[src/logic/hyperram_pkg.sv]
package hyperram_pkg;

	//////////////////////////////////////////////////////////////////////
	// Command/address layout

	// Three CA words carry 48 bits, first word on top
	// 47 rd, 46 register space, 45 linear, 44:16 upper address,
	// 15:3 reserved zeros, 2:0 lower column
	localparam int CA_UPPER_W = 29;	// Row plus upper column bits
	localparam int CA_LOWER_W = 3;	// Word within a 16-byte page
	localparam int CA_RSVD_W  = 13;	// Always zero
	localparam int LEN_W      = 8;	// Burst length counter width

	// One burst on the PHY channel
	typedef struct packed {
		logic                  rd;			// 1 = read
		logic                  is_reg;		// Register space, not memory
		logic                  is_linear;	// 0 = wrapped
		logic [CA_UPPER_W-1:0] upper_addr;
		logic [CA_LOWER_W-1:0] lower_addr;
		logic [LEN_W-1:0]      len;			// In 16-bit words
	} burst_req_t;

	//////////////////////////////////////////////////////////////////////
	// Pad-side word registers

	typedef struct packed {
		logic        cs_n;
		logic        rst_n;
		logic        ck_en;		// RAM clock running
		logic [15:0] dq;		// One DDR beat pair per clk
		logic        dq_oe;
		logic [1:0]  dm;		// Write mask on RWDS
		logic        dqs_oe;
	} hr_pins_out_t;

	typedef struct packed {
		logic [15:0] dq;
		logic [1:0]  dqs;		// RWDS sampled on both edges
	} hr_pins_in_t;

	//////////////////////////////////////////////////////////////////////
	// State encodings

	typedef enum logic [3:0] {
		PHY_IDLE       = 4'h0,
		PHY_UADDR      = 4'h1,
		PHY_LADDR      = 4'h2,
		PHY_DQS_WAIT   = 4'h3,
		PHY_PRE_DATA   = 4'h4,
		PHY_READ_DATA  = 4'h5,
		PHY_WRITE_WAIT = 4'h6,
		PHY_WRITE_DATA = 4'h7,
		PHY_WRITE_LAST = 4'h8
	} phy_state_t;

	typedef enum logic [2:0] {
		BOOT_RST_LOW   = 3'h0,
		BOOT_RST_WAIT  = 3'h1,
		BOOT_ID_READ   = 3'h2,
		BOOT_CR0_WRITE = 3'h3,
		BOOT_DONE      = 3'h4
	} boot_state_t;

	//////////////////////////////////////////////////////////////////////
	// Device constants

	localparam logic [15:0] CR0_VALUE = {
		1'b1,		// Normal operation
		3'b011,		// 46 ohm drive
		4'b1111,	// Reserved ones
		4'b0001,	// 6 clock latency
		1'b1,		// Fixed latency
		1'b1,		// Legacy wrapped order
		2'b11		// 32 byte burst
	};
	localparam logic [CA_UPPER_W-1:0] CR0_UPPER_ADDR = 29'h100;
	localparam logic [3:0]            ID_VENDOR      = 4'h1;
	localparam logic [4:0]            CAP_SHIFT_BIAS = 5'd14;	// Offset-1 coded fields

endpackage

[src/logic/hyperram_phy.sv]
`timescale 1ns/1ns
module hyperram_phy #(
	parameter int WRITE_LATENCY = 9
) (
	input  logic                       clk,
	input  logic                       rst,
	input  logic                       ram_rst_n,
	input  logic                       req,
	input  hyperram_pkg::burst_req_t   burst,
	input  logic [15:0]                wdata,
	input  hyperram_pkg::hr_pins_in_t  ram_in,
	output hyperram_pkg::hr_pins_out_t ram_out,
	output logic                       need_wdata,
	output logic                       rdata_valid,
	output logic [15:0]                rdata,
	output logic                       done
);

	localparam int LW = $clog2(WRITE_LATENCY + 1);
	localparam logic [LW-1:0] LAT_INIT = LW'(WRITE_LATENCY);
	localparam logic [LW-1:0] LAT_ONE  = LW'(1);
	localparam logic [hyperram_pkg::LEN_W-1:0] CNT_ONE   = 1;
	localparam logic [hyperram_pkg::LEN_W-1:0] CNT_THREE = 3;

	hyperram_pkg::phy_state_t state;
	hyperram_pkg::burst_req_t cur;			// Request held for the whole burst

	logic        cs_n;
	logic        ck_en;
	logic        dq_oe;
	logic        dqs_oe;
	logic [15:0] dq;
	logic [hyperram_pkg::LEN_W-1:0] word_cnt;	// Words left in the burst
	logic [LW-1:0] lat_cnt;

	logic [15:0] dq_prev;
	logic [1:0]  dqs_prev;
	logic [15:0] in_word;
	logic        in_valid;
	logic        rd_capture;

	assign ram_out = '{
		cs_n:   cs_n,
		rst_n:  ram_rst_n,		// Straight from the boot sequencer
		ck_en:  ck_en,
		dq:     dq,
		dq_oe:  dq_oe,
		dm:     2'b00,			// Full words only, never masked
		dqs_oe: dqs_oe
	};

	//////////////////////////////////////////////////////////////////////
	// Inbound alignment

	always_ff @(posedge clk) begin
		dq_prev  <= ram_in.dq;
		dqs_prev <= ram_in.dqs;
	end

	always_comb begin
		in_word  = 16'h0000;
		in_valid = 1'b0;
		if (ram_in.dqs == 2'b10) begin
			in_word  = ram_in.dq;							// Already on a word boundary
			in_valid = 1'b1;
		end else if (ram_in.dqs == 2'b01) begin
			in_word  = {dq_prev[7:0], ram_in.dq[15:8]};		// Slip half a word
			in_valid = (dqs_prev == 2'b01);					// First slipped beat is half empty
		end
	end

	assign rd_capture = (state == hyperram_pkg::PHY_PRE_DATA) ||
		(state == hyperram_pkg::PHY_READ_DATA);

	//////////////////////////////////////////////////////////////////////
	// Burst FSM

	always_ff @(posedge clk) begin
		need_wdata  <= 1'b0;
		rdata_valid <= 1'b0;
		done        <= 1'b0;
		if (rst) begin
			state    <= hyperram_pkg::PHY_IDLE;
			cs_n     <= 1'b1;
			ck_en    <= 1'b0;
			dq_oe    <= 1'b0;
			dqs_oe   <= 1'b0;
			dq       <= 16'h0000;
			word_cnt <= '0;
			lat_cnt  <= '0;
		end else begin
			case (state)
				hyperram_pkg::PHY_IDLE: begin
					if (req) begin
						cur   <= burst;
						cs_n  <= 1'b0;
						ck_en <= 1'b1;
						dq_oe <= 1'b1;
						dq    <= {burst.rd, burst.is_reg, burst.is_linear, burst.upper_addr[28:16]};
						state <= hyperram_pkg::PHY_UADDR;
					end
				end
				hyperram_pkg::PHY_UADDR: begin
					dq         <= cur.upper_addr[15:0];
					need_wdata <= !cur.rd && cur.is_reg;	// Register word goes out right after CA
					state      <= hyperram_pkg::PHY_LADDR;
				end
				hyperram_pkg::PHY_LADDR: begin
					dq       <= {{hyperram_pkg::CA_RSVD_W{1'b0}}, cur.lower_addr};
					word_cnt <= cur.len;
					if (cur.rd)
						state <= hyperram_pkg::PHY_DQS_WAIT;
					else if (cur.is_reg)
						state <= hyperram_pkg::PHY_WRITE_DATA;	// No latency for registers
					else begin
						dqs_oe  <= 1'b1;						// Drive the mask for memory writes
						lat_cnt <= LAT_INIT;
						state   <= hyperram_pkg::PHY_WRITE_WAIT;
					end
				end

				// Read path
				hyperram_pkg::PHY_DQS_WAIT: begin
					dq_oe <= 1'b0;								// Turn the bus around
					if (ram_in.dqs == 2'b00)
						state <= hyperram_pkg::PHY_PRE_DATA;	// Command taken
				end
				hyperram_pkg::PHY_PRE_DATA: begin
					if (ram_in.dqs != 2'b00)
						state <= hyperram_pkg::PHY_READ_DATA;
				end
				hyperram_pkg::PHY_READ_DATA: begin
					state <= hyperram_pkg::PHY_READ_DATA;		// Left by the capture below
				end

				// Write path
				hyperram_pkg::PHY_WRITE_WAIT: begin
					lat_cnt    <= lat_cnt - 1'b1;
					need_wdata <= (lat_cnt <= LAT_ONE);			// First two words
					if (lat_cnt == '0)
						state <= hyperram_pkg::PHY_WRITE_DATA;
				end
				hyperram_pkg::PHY_WRITE_DATA: begin
					dq         <= wdata;
					word_cnt   <= word_cnt - 1'b1;
					need_wdata <= (word_cnt >= CNT_THREE);		// Two words ahead
					if (word_cnt == CNT_ONE)
						state <= hyperram_pkg::PHY_WRITE_LAST;
				end
				hyperram_pkg::PHY_WRITE_LAST: begin
					cs_n   <= 1'b1;
					ck_en  <= 1'b0;
					dq_oe  <= 1'b0;
					dqs_oe <= 1'b0;
					dq     <= 16'h0000;							// Stop toggling
					done   <= 1'b1;
					state  <= hyperram_pkg::PHY_IDLE;
				end
				default: state <= hyperram_pkg::PHY_IDLE;
			endcase

			// Words can land as soon as the strobe starts moving
			if (rd_capture && in_valid) begin
				rdata_valid <= 1'b1;
				rdata       <= in_word;
				word_cnt    <= word_cnt - 1'b1;
				if (word_cnt == CNT_ONE) begin
					cs_n  <= 1'b1;
					ck_en <= 1'b0;
					done  <= 1'b1;
					state <= hyperram_pkg::PHY_IDLE;
				end
			end
		end
	end

	// The RAM owns DQ for the whole data phase of a read
	assert property (@(posedge clk) disable iff (rst)
		state == hyperram_pkg::PHY_READ_DATA |-> !dq_oe)
		else $error("dq_oe high in read data state");

endmodule

[src/logic/hyperram_boot.sv]
`timescale 1ns/1ns
module hyperram_boot #(
	parameter int RST_LOW_CYCLES  = 64,
	parameter int RST_WAIT_CYCLES = 128
) (
	input  logic                     clk,
	input  logic                     rst,
	input  logic                     need_wdata,
	input  logic                     rdata_valid,
	input  logic [15:0]              rdata,
	input  logic                     done,
	output logic                     ram_rst_n,
	output logic                     req,
	output hyperram_pkg::burst_req_t req_burst,
	output logic [15:0]              wdata,
	output logic                     status_valid,
	output logic                     ram_ok,
	output logic [4:0]               num_col_addrs,
	output logic [5:0]               num_row_addrs,
	output logic [7:0]               capacity_mbits
);

	localparam int CW = $clog2(RST_LOW_CYCLES + RST_WAIT_CYCLES + 1);

	hyperram_pkg::boot_state_t state;
	logic [CW-1:0] count;
	logic [5:0]    cap_shift;		// log2 of capacity in Mbit

	// Words per die is 2^(cols+rows), 1 Mbit is 2^16 words
	assign cap_shift = {2'b00, rdata[7:4]} + {1'b0, rdata[12:8]} -
		{1'b0, hyperram_pkg::CAP_SHIFT_BIAS};

	//////////////////////////////////////////////////////////////////////
	// Boot FSM

	always_ff @(posedge clk) begin
		req <= 1'b0;
		if (rst) begin
			state          <= hyperram_pkg::BOOT_RST_LOW;
			count          <= '0;
			ram_rst_n      <= 1'b1;
			status_valid   <= 1'b0;
			ram_ok         <= 1'b0;
			num_col_addrs  <= 5'd0;
			num_row_addrs  <= 6'd0;
			capacity_mbits <= 8'd0;
		end else begin
			case (state)
				hyperram_pkg::BOOT_RST_LOW: begin
					ram_rst_n <= 1'b0;
					count     <= count + 1'b1;
					if (count == CW'(RST_LOW_CYCLES)) begin
						ram_rst_n <= 1'b1;			// Release after the full low time
						count     <= '0;
						state     <= hyperram_pkg::BOOT_RST_WAIT;
					end
				end
				hyperram_pkg::BOOT_RST_WAIT: begin
					count <= count + 1'b1;
					if (count == CW'(RST_WAIT_CYCLES - 1)) begin
						req       <= 1'b1;			// Read ID register 0, one word
						req_burst <= '{rd: 1'b1, is_reg: 1'b1, is_linear: 1'b1,
							upper_addr: '0, lower_addr: '0, len: 8'd1};
						state     <= hyperram_pkg::BOOT_ID_READ;
					end
				end
				hyperram_pkg::BOOT_ID_READ: begin
					if (rdata_valid) begin
						ram_ok <= (rdata[3:0] == hyperram_pkg::ID_VENDOR);
						if (rdata[3:0] == hyperram_pkg::ID_VENDOR) begin
							num_col_addrs  <= {1'b0, rdata[7:4]} + 5'd1;
							num_row_addrs  <= {1'b0, rdata[12:8]} + 6'd1;
							capacity_mbits <= 8'd1 << cap_shift;
						end
					end
					if (done) begin
						req       <= 1'b1;			// Then program CR0
						req_burst <= '{rd: 1'b0, is_reg: 1'b1, is_linear: 1'b1,
							upper_addr: hyperram_pkg::CR0_UPPER_ADDR, lower_addr: '0,
							len: 8'd1};
						state     <= hyperram_pkg::BOOT_CR0_WRITE;
					end
				end
				hyperram_pkg::BOOT_CR0_WRITE: begin
					if (done) begin
						status_valid <= 1'b1;		// Host port may start now
						state        <= hyperram_pkg::BOOT_DONE;
					end
				end
				default: state <= hyperram_pkg::BOOT_DONE;
			endcase
		end
	end

	// Only one word is ever written, the CR0 setting
	always_ff @(posedge clk) begin
		if (need_wdata)
			wdata <= hyperram_pkg::CR0_VALUE;
	end

	// Once booted the channel belongs to the host
	assert property (@(posedge clk) disable iff (rst)
		state == hyperram_pkg::BOOT_DONE |-> !req)
		else $error("boot request after boot finished");

endmodule

[src/logic/hyperram_host_port.sv]
`timescale 1ns/1ns
module hyperram_host_port #(
	parameter int HOST_BURST_LEN = 16
) (
	input  logic                     clk,
	input  logic                     rst,
	input  logic                     status_valid,
	input  logic                     bus_en,
	input  logic                     bus_rd,
	input  logic [31:0]              bus_addr,
	input  logic [31:0]              bus_wdata,
	input  logic                     need_wdata,
	input  logic                     rdata_valid,
	input  logic [15:0]              rdata,
	input  logic                     done,
	output logic                     bus_need_wdata,
	output logic                     bus_rdata_valid,
	output logic [31:0]              bus_rdata,
	output logic                     bus_done,
	output logic                     req,
	output hyperram_pkg::burst_req_t req_burst,
	output logic [15:0]              wdata
);

	localparam logic [hyperram_pkg::LEN_W-1:0] BURST_LEN =
		HOST_BURST_LEN[hyperram_pkg::LEN_W-1:0];

	logic        busy;
	logic        phase;			// 0 = upper half next
	logic        sel_hi;		// Half the PHY takes on its next use
	logic [15:0] lo_hold;
	logic [15:0] hi_hold;

	// Ask the host only for upper halves, lower halves come from lo_hold
	assign bus_need_wdata = need_wdata && !phase;
	assign wdata          = sel_hi ? bus_wdata[31:16] : lo_hold;

	always_ff @(posedge clk) begin
		req             <= 1'b0;
		bus_done        <= 1'b0;
		bus_rdata_valid <= 1'b0;
		if (rst) begin
			busy   <= 1'b0;
			phase  <= 1'b0;
			sel_hi <= 1'b0;
		end else begin
			// Strobes while busy or before boot are dropped
			if (!busy && status_valid && bus_en) begin
				req       <= 1'b1;
				busy      <= 1'b1;
				phase     <= 1'b0;
				req_burst <= '{rd: bus_rd, is_reg: 1'b0, is_linear: 1'b1,
					upper_addr: bus_addr[31:3], lower_addr: bus_addr[2:0], len: BURST_LEN};
			end
			if (need_wdata)
				sel_hi <= !phase;
			if (need_wdata || rdata_valid)
				phase <= !phase;
			if (rdata_valid && phase)
				bus_rdata_valid <= 1'b1;	// Second half completes the word
			if (done) begin
				busy     <= 1'b0;
				bus_done <= 1'b1;
			end
		end
	end

	//////////////////////////////////////////////////////////////////////
	// Data halves

	always_ff @(posedge clk) begin
		if (sel_hi)
			lo_hold <= bus_wdata[15:0];		// Host word is stable this cycle
		if (rdata_valid && !phase)
			hi_hold <= rdata;
		if (rdata_valid && phase)
			bus_rdata <= {hi_hold, rdata};	// First RAM word on top
	end

	// A burst is either all read or all write
	assert property (@(posedge clk) disable iff (rst)
		!(bus_rdata_valid && bus_need_wdata))
		else $error("read and write strobes together");

endmodule

[src/logic/hyperram_arbiter.sv]
`timescale 1ns/1ns
module hyperram_arbiter (
	input  logic                     clk,
	input  logic                     rst,
	input  logic                     boot_req,
	input  hyperram_pkg::burst_req_t boot_burst,
	input  logic [15:0]              boot_wdata,
	input  logic                     host_req,
	input  hyperram_pkg::burst_req_t host_burst,
	input  logic [15:0]              host_wdata,
	input  logic                     phy_need_wdata,
	input  logic                     phy_rdata_valid,
	input  logic [15:0]              phy_rdata,
	input  logic                     phy_done,
	output logic                     phy_req,
	output hyperram_pkg::burst_req_t phy_burst,
	output logic [15:0]              phy_wdata,
	output logic                     boot_need_wdata,
	output logic                     boot_rdata_valid,
	output logic [15:0]              boot_rdata,
	output logic                     boot_done,
	output logic                     host_need_wdata,
	output logic                     host_rdata_valid,
	output logic [15:0]              host_rdata,
	output logic                     host_done
);

	logic owner_host;		// 1 = host owns the PHY
	logic busy;

	// Requests come straight through, the owner is picked on the strobe
	assign phy_req   = boot_req || host_req;
	assign phy_burst = host_req ? host_burst : boot_burst;
	assign phy_wdata = owner_host ? host_wdata : boot_wdata;

	// Strobes back to the owner only
	assign boot_need_wdata  = phy_need_wdata && !owner_host;
	assign boot_rdata_valid = phy_rdata_valid && !owner_host;
	assign boot_done        = phy_done && !owner_host;
	assign host_need_wdata  = phy_need_wdata && owner_host;
	assign host_rdata_valid = phy_rdata_valid && owner_host;
	assign host_done        = phy_done && owner_host;
	assign boot_rdata       = phy_rdata;
	assign host_rdata       = phy_rdata;

	always_ff @(posedge clk) begin
		if (rst) begin
			owner_host <= 1'b0;
			busy       <= 1'b0;
		end else if (phy_req) begin
			owner_host <= host_req;
			busy       <= 1'b1;
		end else if (phy_done)
			busy <= 1'b0;		// Grant held to the end of the burst
	end

	// Boot finishes before the host may start, so requests never overlap
	assert property (@(posedge clk) disable iff (rst)
		(boot_req || host_req) |-> (!busy && !(boot_req && host_req)))
		else $error("PHY request while busy or from both sides");

endmodule

[src/logic/hyperram_controller.sv]
`timescale 1ns/1ns
module hyperram_controller #(
	parameter int RST_LOW_CYCLES  = 64,
	parameter int RST_WAIT_CYCLES = 128,
	parameter int WRITE_LATENCY   = 9,
	parameter int HOST_BURST_LEN  = 16
) (
	input  logic                       clk,
	input  logic                       rst,
	input  logic                       bus_en,
	input  logic                       bus_rd,
	input  logic [31:0]                bus_addr,
	input  logic [31:0]                bus_wdata,
	input  hyperram_pkg::hr_pins_in_t  ram_in,
	output hyperram_pkg::hr_pins_out_t ram_out,
	output logic                       bus_need_wdata,
	output logic                       bus_rdata_valid,
	output logic [31:0]                bus_rdata,
	output logic                       bus_done,
	output logic                       status_valid,
	output logic                       ram_ok,
	output logic [4:0]                 num_col_addrs,
	output logic [5:0]                 num_row_addrs,
	output logic [7:0]                 capacity_mbits
);

	//////////////////////////////////////////////////////////////////////
	// Channel wiring

	logic ram_rst_n;
	logic boot_req, boot_need_wdata, boot_rdata_valid, boot_done;
	logic host_req, host_need_wdata, host_rdata_valid, host_done;
	logic phy_req, phy_need_wdata, phy_rdata_valid, phy_done;
	logic [15:0] boot_wdata, boot_rdata, host_wdata, host_rdata, phy_wdata, phy_rdata;
	hyperram_pkg::burst_req_t boot_burst, host_burst, phy_burst;

	hyperram_boot #(
		.RST_LOW_CYCLES (RST_LOW_CYCLES),
		.RST_WAIT_CYCLES(RST_WAIT_CYCLES)
	) boot (
		.clk(clk), .rst(rst),
		.need_wdata(boot_need_wdata), .rdata_valid(boot_rdata_valid),
		.rdata(boot_rdata), .done(boot_done),
		.ram_rst_n(ram_rst_n), .req(boot_req), .req_burst(boot_burst), .wdata(boot_wdata),
		.status_valid(status_valid), .ram_ok(ram_ok), .num_col_addrs(num_col_addrs),
		.num_row_addrs(num_row_addrs), .capacity_mbits(capacity_mbits)
	);

	hyperram_host_port #(
		.HOST_BURST_LEN(HOST_BURST_LEN)
	) host (
		.clk(clk), .rst(rst), .status_valid(status_valid),
		.bus_en(bus_en), .bus_rd(bus_rd), .bus_addr(bus_addr), .bus_wdata(bus_wdata),
		.need_wdata(host_need_wdata), .rdata_valid(host_rdata_valid),
		.rdata(host_rdata), .done(host_done),
		.bus_need_wdata(bus_need_wdata), .bus_rdata_valid(bus_rdata_valid),
		.bus_rdata(bus_rdata), .bus_done(bus_done),
		.req(host_req), .req_burst(host_burst), .wdata(host_wdata)
	);

	hyperram_arbiter arb (
		.clk(clk), .rst(rst),
		.boot_req(boot_req), .boot_burst(boot_burst), .boot_wdata(boot_wdata),
		.host_req(host_req), .host_burst(host_burst), .host_wdata(host_wdata),
		.phy_need_wdata(phy_need_wdata), .phy_rdata_valid(phy_rdata_valid),
		.phy_rdata(phy_rdata), .phy_done(phy_done),
		.phy_req(phy_req), .phy_burst(phy_burst), .phy_wdata(phy_wdata),
		.boot_need_wdata(boot_need_wdata), .boot_rdata_valid(boot_rdata_valid),
		.boot_rdata(boot_rdata), .boot_done(boot_done),
		.host_need_wdata(host_need_wdata), .host_rdata_valid(host_rdata_valid),
		.host_rdata(host_rdata), .host_done(host_done)
	);

	hyperram_phy #(
		.WRITE_LATENCY(WRITE_LATENCY)
	) phy (
		.clk(clk), .rst(rst), .ram_rst_n(ram_rst_n),
		.req(phy_req), .burst(phy_burst), .wdata(phy_wdata), .ram_in(ram_in),
		.ram_out(ram_out), .need_wdata(phy_need_wdata), .rdata_valid(phy_rdata_valid),
		.rdata(phy_rdata), .done(phy_done)
	);

endmodule

[config.mk]
export PLATFORM = sky130hd
export DESIGN_NAME = hyperram_controller
export DESIGN_NICKNAME = d
export VERILOG_FILES = /design/src/logic/hyperram_pkg.sv /design/src/logic/hyperram_phy.sv /design/src/logic/hyperram_boot.sv /design/src/logic/hyperram_host_port.sv /design/src/logic/hyperram_arbiter.sv /design/src/logic/hyperram_controller.sv
export SDC_FILE = /design/constraint.sdc
export NUM_CORES = 1
export LEC_CHECK = 0
export BUFFER_PORTS_ARGS = -buffer_cell sky130_fd_sc_hd__buf_4
export CAP_MARGIN = 25
export CORE_MARGIN = 10
export CORE_UTILIZATION = 40
export CTS_CLUSTER_DIAMETER = 200
export DETAILED_ROUTE_END_ITERATION = 7
export SLEW_MARGIN = 0
export SYNTH_ARGS = -nofsm -noshare
export SYNTH_HDL_FRONTEND = slang
export SYNTH_HIERARCHICAL = 1
export SYNTH_SLANG_ARGS = --single-unit
[constraint.sdc]
create_clock -name clk -period 4.58 [get_ports clk]
set_clock_uncertainty 0.1 [all_clocks]
set_input_delay 0.687 -clock clk [delete_from_list [all_inputs] [get_ports clk]]
set_output_delay 0.687 -clock clk [all_outputs]
set_load 0.1 [all_outputs]
# Word level (Yosys, flattened, before mapping)
# Cells that the tools add are included.
# word_totals
reg_bits	275
input_bits	86
word_cells	190
# op_classes
addsub	7
magnitude_cmp	2
n_eq_ne	25
shift	1
mux	61
n_bitwise	1
n_reduce_logical	46
# op_table
cell	count
43-bit 2-to-1 mux	3
43-bit case mux with 2 select lines	1
16-bit 2-to-1 mux	5
16-bit case mux with 5 select lines	1
4-bit 2-to-1 mux	10
4-bit case mux with 8 select lines	1
8-bit case mux with 2 select lines	2
1-bit 2-to-1 mux	24
4-bit by 3-bit equality test with 1-bit output (second input constant)	4
8-bit by 7-bit equality test with 1-bit output (second input constant)	2
8-bit 2-to-1 mux	2
2-bit nonzero test	7
1-bit logical AND	12
3-bit 2-to-1 mux	4
3-bit case mux with 4 select lines	1
2-bit AND reduction	6
3-bit AND reduction	4
1-bit case mux with 2 select lines	5
8-bit by 1-bit adder with 8-bit output (second input constant)	1
4-bit by 1-bit equality test with 1-bit output (second input constant)	2
4-bit by 2-bit equality test with 1-bit output (second input constant)	2
8-bit by 1-bit equality test with 1-bit output (second input constant)	1
8-bit by 2-bit >= comparator with 1-bit output (second input constant)	1
4-bit zero test	2
26 further kinds	40

# Logic depth before layout (Yosys ltp)
# depth
word_depth	5
ltp_mapped	12

# Modules after synthesis
# The synthesis kept the hierarchy.
# by_module_without_submodules
module	instances	cells_each	area_per_inst_um2	seq_area_each_um2
hyperram_phy	1	337	3963.8	2332.2
hyperram_host_port	1	149	3455.8	3032.9
hyperram_boot	1	256	2209.6	740.7
hyperram_arbiter	1	109	1232.4	20.0

# Worst setup path after synthesis
# No wires, ideal clock.
# synth_path
path_type	reg2reg
from	reg boot.status_valid
to	reg host/req_burst[10] (netlist bit) (enable)
setup_time_ns	0.423
arrival_ns	2.644
path_slack_ns	1.413
path_stages_with_launch	3
path_buffers	0
period_less_slack_ns	3.167
cell_sequence	dfxtp_1 > nand3b_1 > nor2_1
# synth_via
elab_chain_len	3
# synth_rtl
element	line	rtl
start, declared	hyperram_boot.sv:16	output logic status_valid,
start signal, assigned	hyperram_boot.sv:42	status_valid <= 1'b0;
start signal, assigned	hyperram_boot.sv:86	status_valid <= 1'b1;
1-bit logical AND (2 in series)	hyperram_host_port.sv:48	if (!busy && status_valid && bus_en) begin
2-bit AND reduction (no line)	--	
end signal, assigned	hyperram_host_port.sv:52	req_burst <= '{rd: bus_rd, is_reg: 1'b0, is_linear: 1'b1,
end, declared	hyperram_host_port.sv:21	output hyperram_pkg::burst_req_t req_burst,
# Every way passes these cells.
# A chain may end at the register's enable or synchronous reset.

# Final worst setup path
# layout_path
from	reg arb.owner_host
to	out bus_need_wdata
# layout_via
elab_chain_len	2
# layout_rtl
element	line	rtl
start, declared	hyperram_arbiter.sv:28	logic owner_host;
start signal, assigned	hyperram_arbiter.sv:51	owner_host <= host_req;
1-bit logical AND	hyperram_arbiter.sv:40	assign host_need_wdata = phy_need_wdata && owner_host;
via host_need_wdata	hyperram_controller.sv:32	logic host_req, host_need_wdata, host_rdata_valid, host_done;
1-bit logical AND	hyperram_host_port.sv:35	assign bus_need_wdata = need_wdata && !phase;
end, declared	hyperram_controller.sv:16	output logic bus_need_wdata,
# The timed path passes the listed nets, and every way through them passes these cells.

==> qor.csv <==
stage,metric,value,unit
outcome,status,"finished, final reports clean",
sta,tns,0,ps
setup_path,path_cells,and2_1 -> nor2b_1 -> buf_4,
routing,ant_nets,0,
floorplan,core-area,0.0268,mm2
global_routing,grt_max_degree,55,
power,power_density,357,mW/mm2
cts,post-cts-setup-buffers,0,
sta,rsz0062_at_grt,false,
cts,cts_resized,0,
sta,fin_crit,3070,ps
power,combPwrFrac,4.0,%
placed_design,place_ws,1910,ps
global_routing,antenna_found_initial,1,
sta,hold_ws,184,ps
sta,hold_viol_final,0,
routing,routed_wl,23700,um
synthesis,syn-cell-area,0.0108,mm2
global_routing,grt_pass1_wl,36700,um
setup_path,reg2reg_depth,5,
sta,finalCritPeriodShare,67.1,%
finish,drive_gt1_share,32.8,%
flow_run,cap_violations,0,
synthesis,avgSynthCellArea,12.8,um2
sta,max_freq,325,MHz
setup_path,crit_path_start_kind,flip-flop,
setup_path,cpPeakStageDelay,870,ps
routing,wl_per_cell,17.8,um
power,p_int,3.58,mW
setup_path,cp-end-kind,primary output,
finish,fillCellCount,2424,
placed_design,place_congestion,0.785,
floorplan,die_area,0.0341,mm2
power,total_leakage_power,4.79,nW
placed_design,portBuffers,162,
sta,worst_slew_margin_rel,35.0,%
cts,cts.path.max_buffers,3,
setup_path,worstSetupPathType,flip-flop to primary output,
cts,cts_buffers,27,
routing,via_per_inst,4.89,
hold_path,holdPathEnd,phy/dq_prev[3]$_DFF_P_,
global_routing,grt_overflow,0,
floorplan,io_pins,165,
hold_path,min-delay-start,ram_in[5],
cts,path_clk_slew,60,ps
floorplan,die_width,185,um
placed_design,place_hpwl,17400,um
routing,first_pass_iters,4,
cts,h-tree-depth,1,
setup_path,cp_max_fo,22,
setup_path,r2r_end,phy/dq[10]$_SDFFE_PP0P_,
sta,finalSetupViolCount,0,
power,netSwitchingPower,0.928,mW
cts,ctsRootBufferMaster,clkbuf_16,
power,power_frac_clock,46.3,%
hold_path,min_path_cells,1,
sta,worstMarginPinSlew,973,ps
setup_path,worst_path_max_delay_cell,dfxtp_1,
routing,drtIter0Drc,465,
floorplan,initial_core_util,40.4,%
hold_path,worstHoldPathType,input port to flip-flop,
power,power_switching_share,20.6,%
cts,clk_latency,530,ps
routing,post-route-drc-count,0,
cts,holdBufCountCts,0,
routing,vias,6514,
finish,syn2layout_area_growth,16.5,%
cts,clock_sinks,234,
floorplan,fp.dieH,185,um
power,power_frac_seq,49.7,%
global_routing,grt_pass1_vias,6606,
setup_path,arrival,2290,ps
setup_path,required,3790,ps
floorplan,num_rows,60,
sta,drv_slew,0,
power,irDropWorstVdd,0.276,mV
setup_path,rr_startpoint,phy/state[0]$_SDFF_PP0_,
global_routing,grt_usage,13.6,%
synthesis,syn_inst,847,
setup_path,rrSetupSlack,1830,ps
finish,nets,1075,
sta,worst_slack,1510,ps
synthesis,yosysWarnings,6,
cts,cts_tree,built,
-- worst max-delay path by stage --
stage	startpoint	endpoint	slack [ps]	cells after the start
6_report	arb/owner_host$_SDFFE_PP0P_	bus_need_wdata	1510	3
5_1_grt	arb/owner_host$_SDFFE_PP0P_	bus_need_wdata	1320	3
4_1_cts	arb/owner_host$_SDFFE_PP0P_	bus_need_wdata	1440	3
3_5_place_dp	phy/state[0]$_SDFF_PP0_	phy/dq[9]$_SDFFE_PP0P_	1910	5
3_3_place_gp	phy/state[0]$_SDFF_PP0_	phy/dq[12]$_SDFFE_PP0P_	1960	5
2_1_floorplan	boot/status_valid$_SDFFE_PP0P_	host/req_burst[10]$_DFFE_PP_	1410	2
-- flip-flops by register name, indices dropped and copies added (netlist names), 6 cells and up --
register and cells:
boot/capacity_mbits 8, boot/count 8, boot/num_row_addrs 6, host/bus_rdata 32
host/hi_hold 16, host/lo_hold 16, host/req_burst 33, phy/cur 29
phy/dq 16, phy/dq_prev 8, phy/rdata 16, phy/word_cnt 8
-- stage by stage --
step | power [mW] | std cells | utilization [%] | area [um2]
2_1_floorplan | 2.42 | 911 | - | 11100
3_3_place_gp | 2.46 | 1281 | 43.8 | 11700
3_5_place_dp | 2.47 | 1282 | 43.8 | 11700
4_1_cts | 4.57 | 1332 | 47.1 | 12600
5_1_grt | 4.67 | 1332 | 47.1 | 12600
6_report | 4.51 | 1333 | 47.1 | 12600
-- power groups by stage --
| stage | Sequential [mW] | Clock, mW | Combinational, mW |
|---|---|---|---|
| after CTS | 2.24 | 2.15 | 0.181 |
| final | 2.24 | 2.09 | 0.181 |
| after global placement | 2.28 | 0 | 0.178 |
| after global routing | 2.24 | 2.23 | 0.198 |
| after detailed placement | 2.28 | 0 | 0.181 |
| after floorplan | 2.28 | 0 | 0.138 |
-- per-layer routing --
| metal | wire length (um) | global-route usage (%) | up-vias |
|---|---|---|---|
| met5 | 0 | 0 | - |
| met4 | 354 | 3.11 | 0 |
| met3 | 1820 | 3.47 | 24 |
| met2 | 11300 | 22.6 | 202 |
| met1 | 10200 | 17.4 | 3078 |
| li1 | - | - | 3210 |
-- final cells by class --
cell class / count / area (um2) / share of cell area, %
timing repair buffer: 173 / 1300 / 10.3
tap: 341 / 427 / 3.38
clock inverter: 19 / 181 / 1.44
clock buffer: 31 / 691 / 5.47
inverter: 23 / 86.3 / 0.684
multi-input combinational: 511 / 3810 / 30.2
antenna: 1 / 2.50 / 0.0198
sequential: 234 / 6130 / 48.5
-- placed cells by master (no fill, tap or decap), types with 3 or more instances in the layout --
cell type,n
o21a_1,3
a22o_1,17
nand3_1,27
a22oi_1,13
a21oi_1,21
or4_1,3
clkbuf_16,27
conb_1,69
a211oi_1,11
nand2_1,37
clkinv_1,4
and2_1,4
nor4_1,3
xor2_1,7
or2_2,7
mux2_2,28
edfxtp_1,144
a311oi_1,6
buf_4,173
a222oi_1,3
nor3_1,27
inv_1,23
mux2_4,47
ha_1,18
nand4_1,6
and3_1,3
clkinv_2,7
a31oi_1,11
nand2b_1,7
or3_1,6
bufinv_16,3
o311ai_0,6
nor2b_1,10
nor2_1,34
o21ai_0,19
a311oi_2,10
dfxtp_1,89
o211ai_1,4
xnor2_1,7
clkbuf_1,4
-- worst max-delay path: cells and delay by family (launching register included) --
kind	cells	cell delay, ps
DFF	1	870
and+or+nand+nor	2	550
buffers and inverters	1	340
Power figures use the tool's default switching activity.
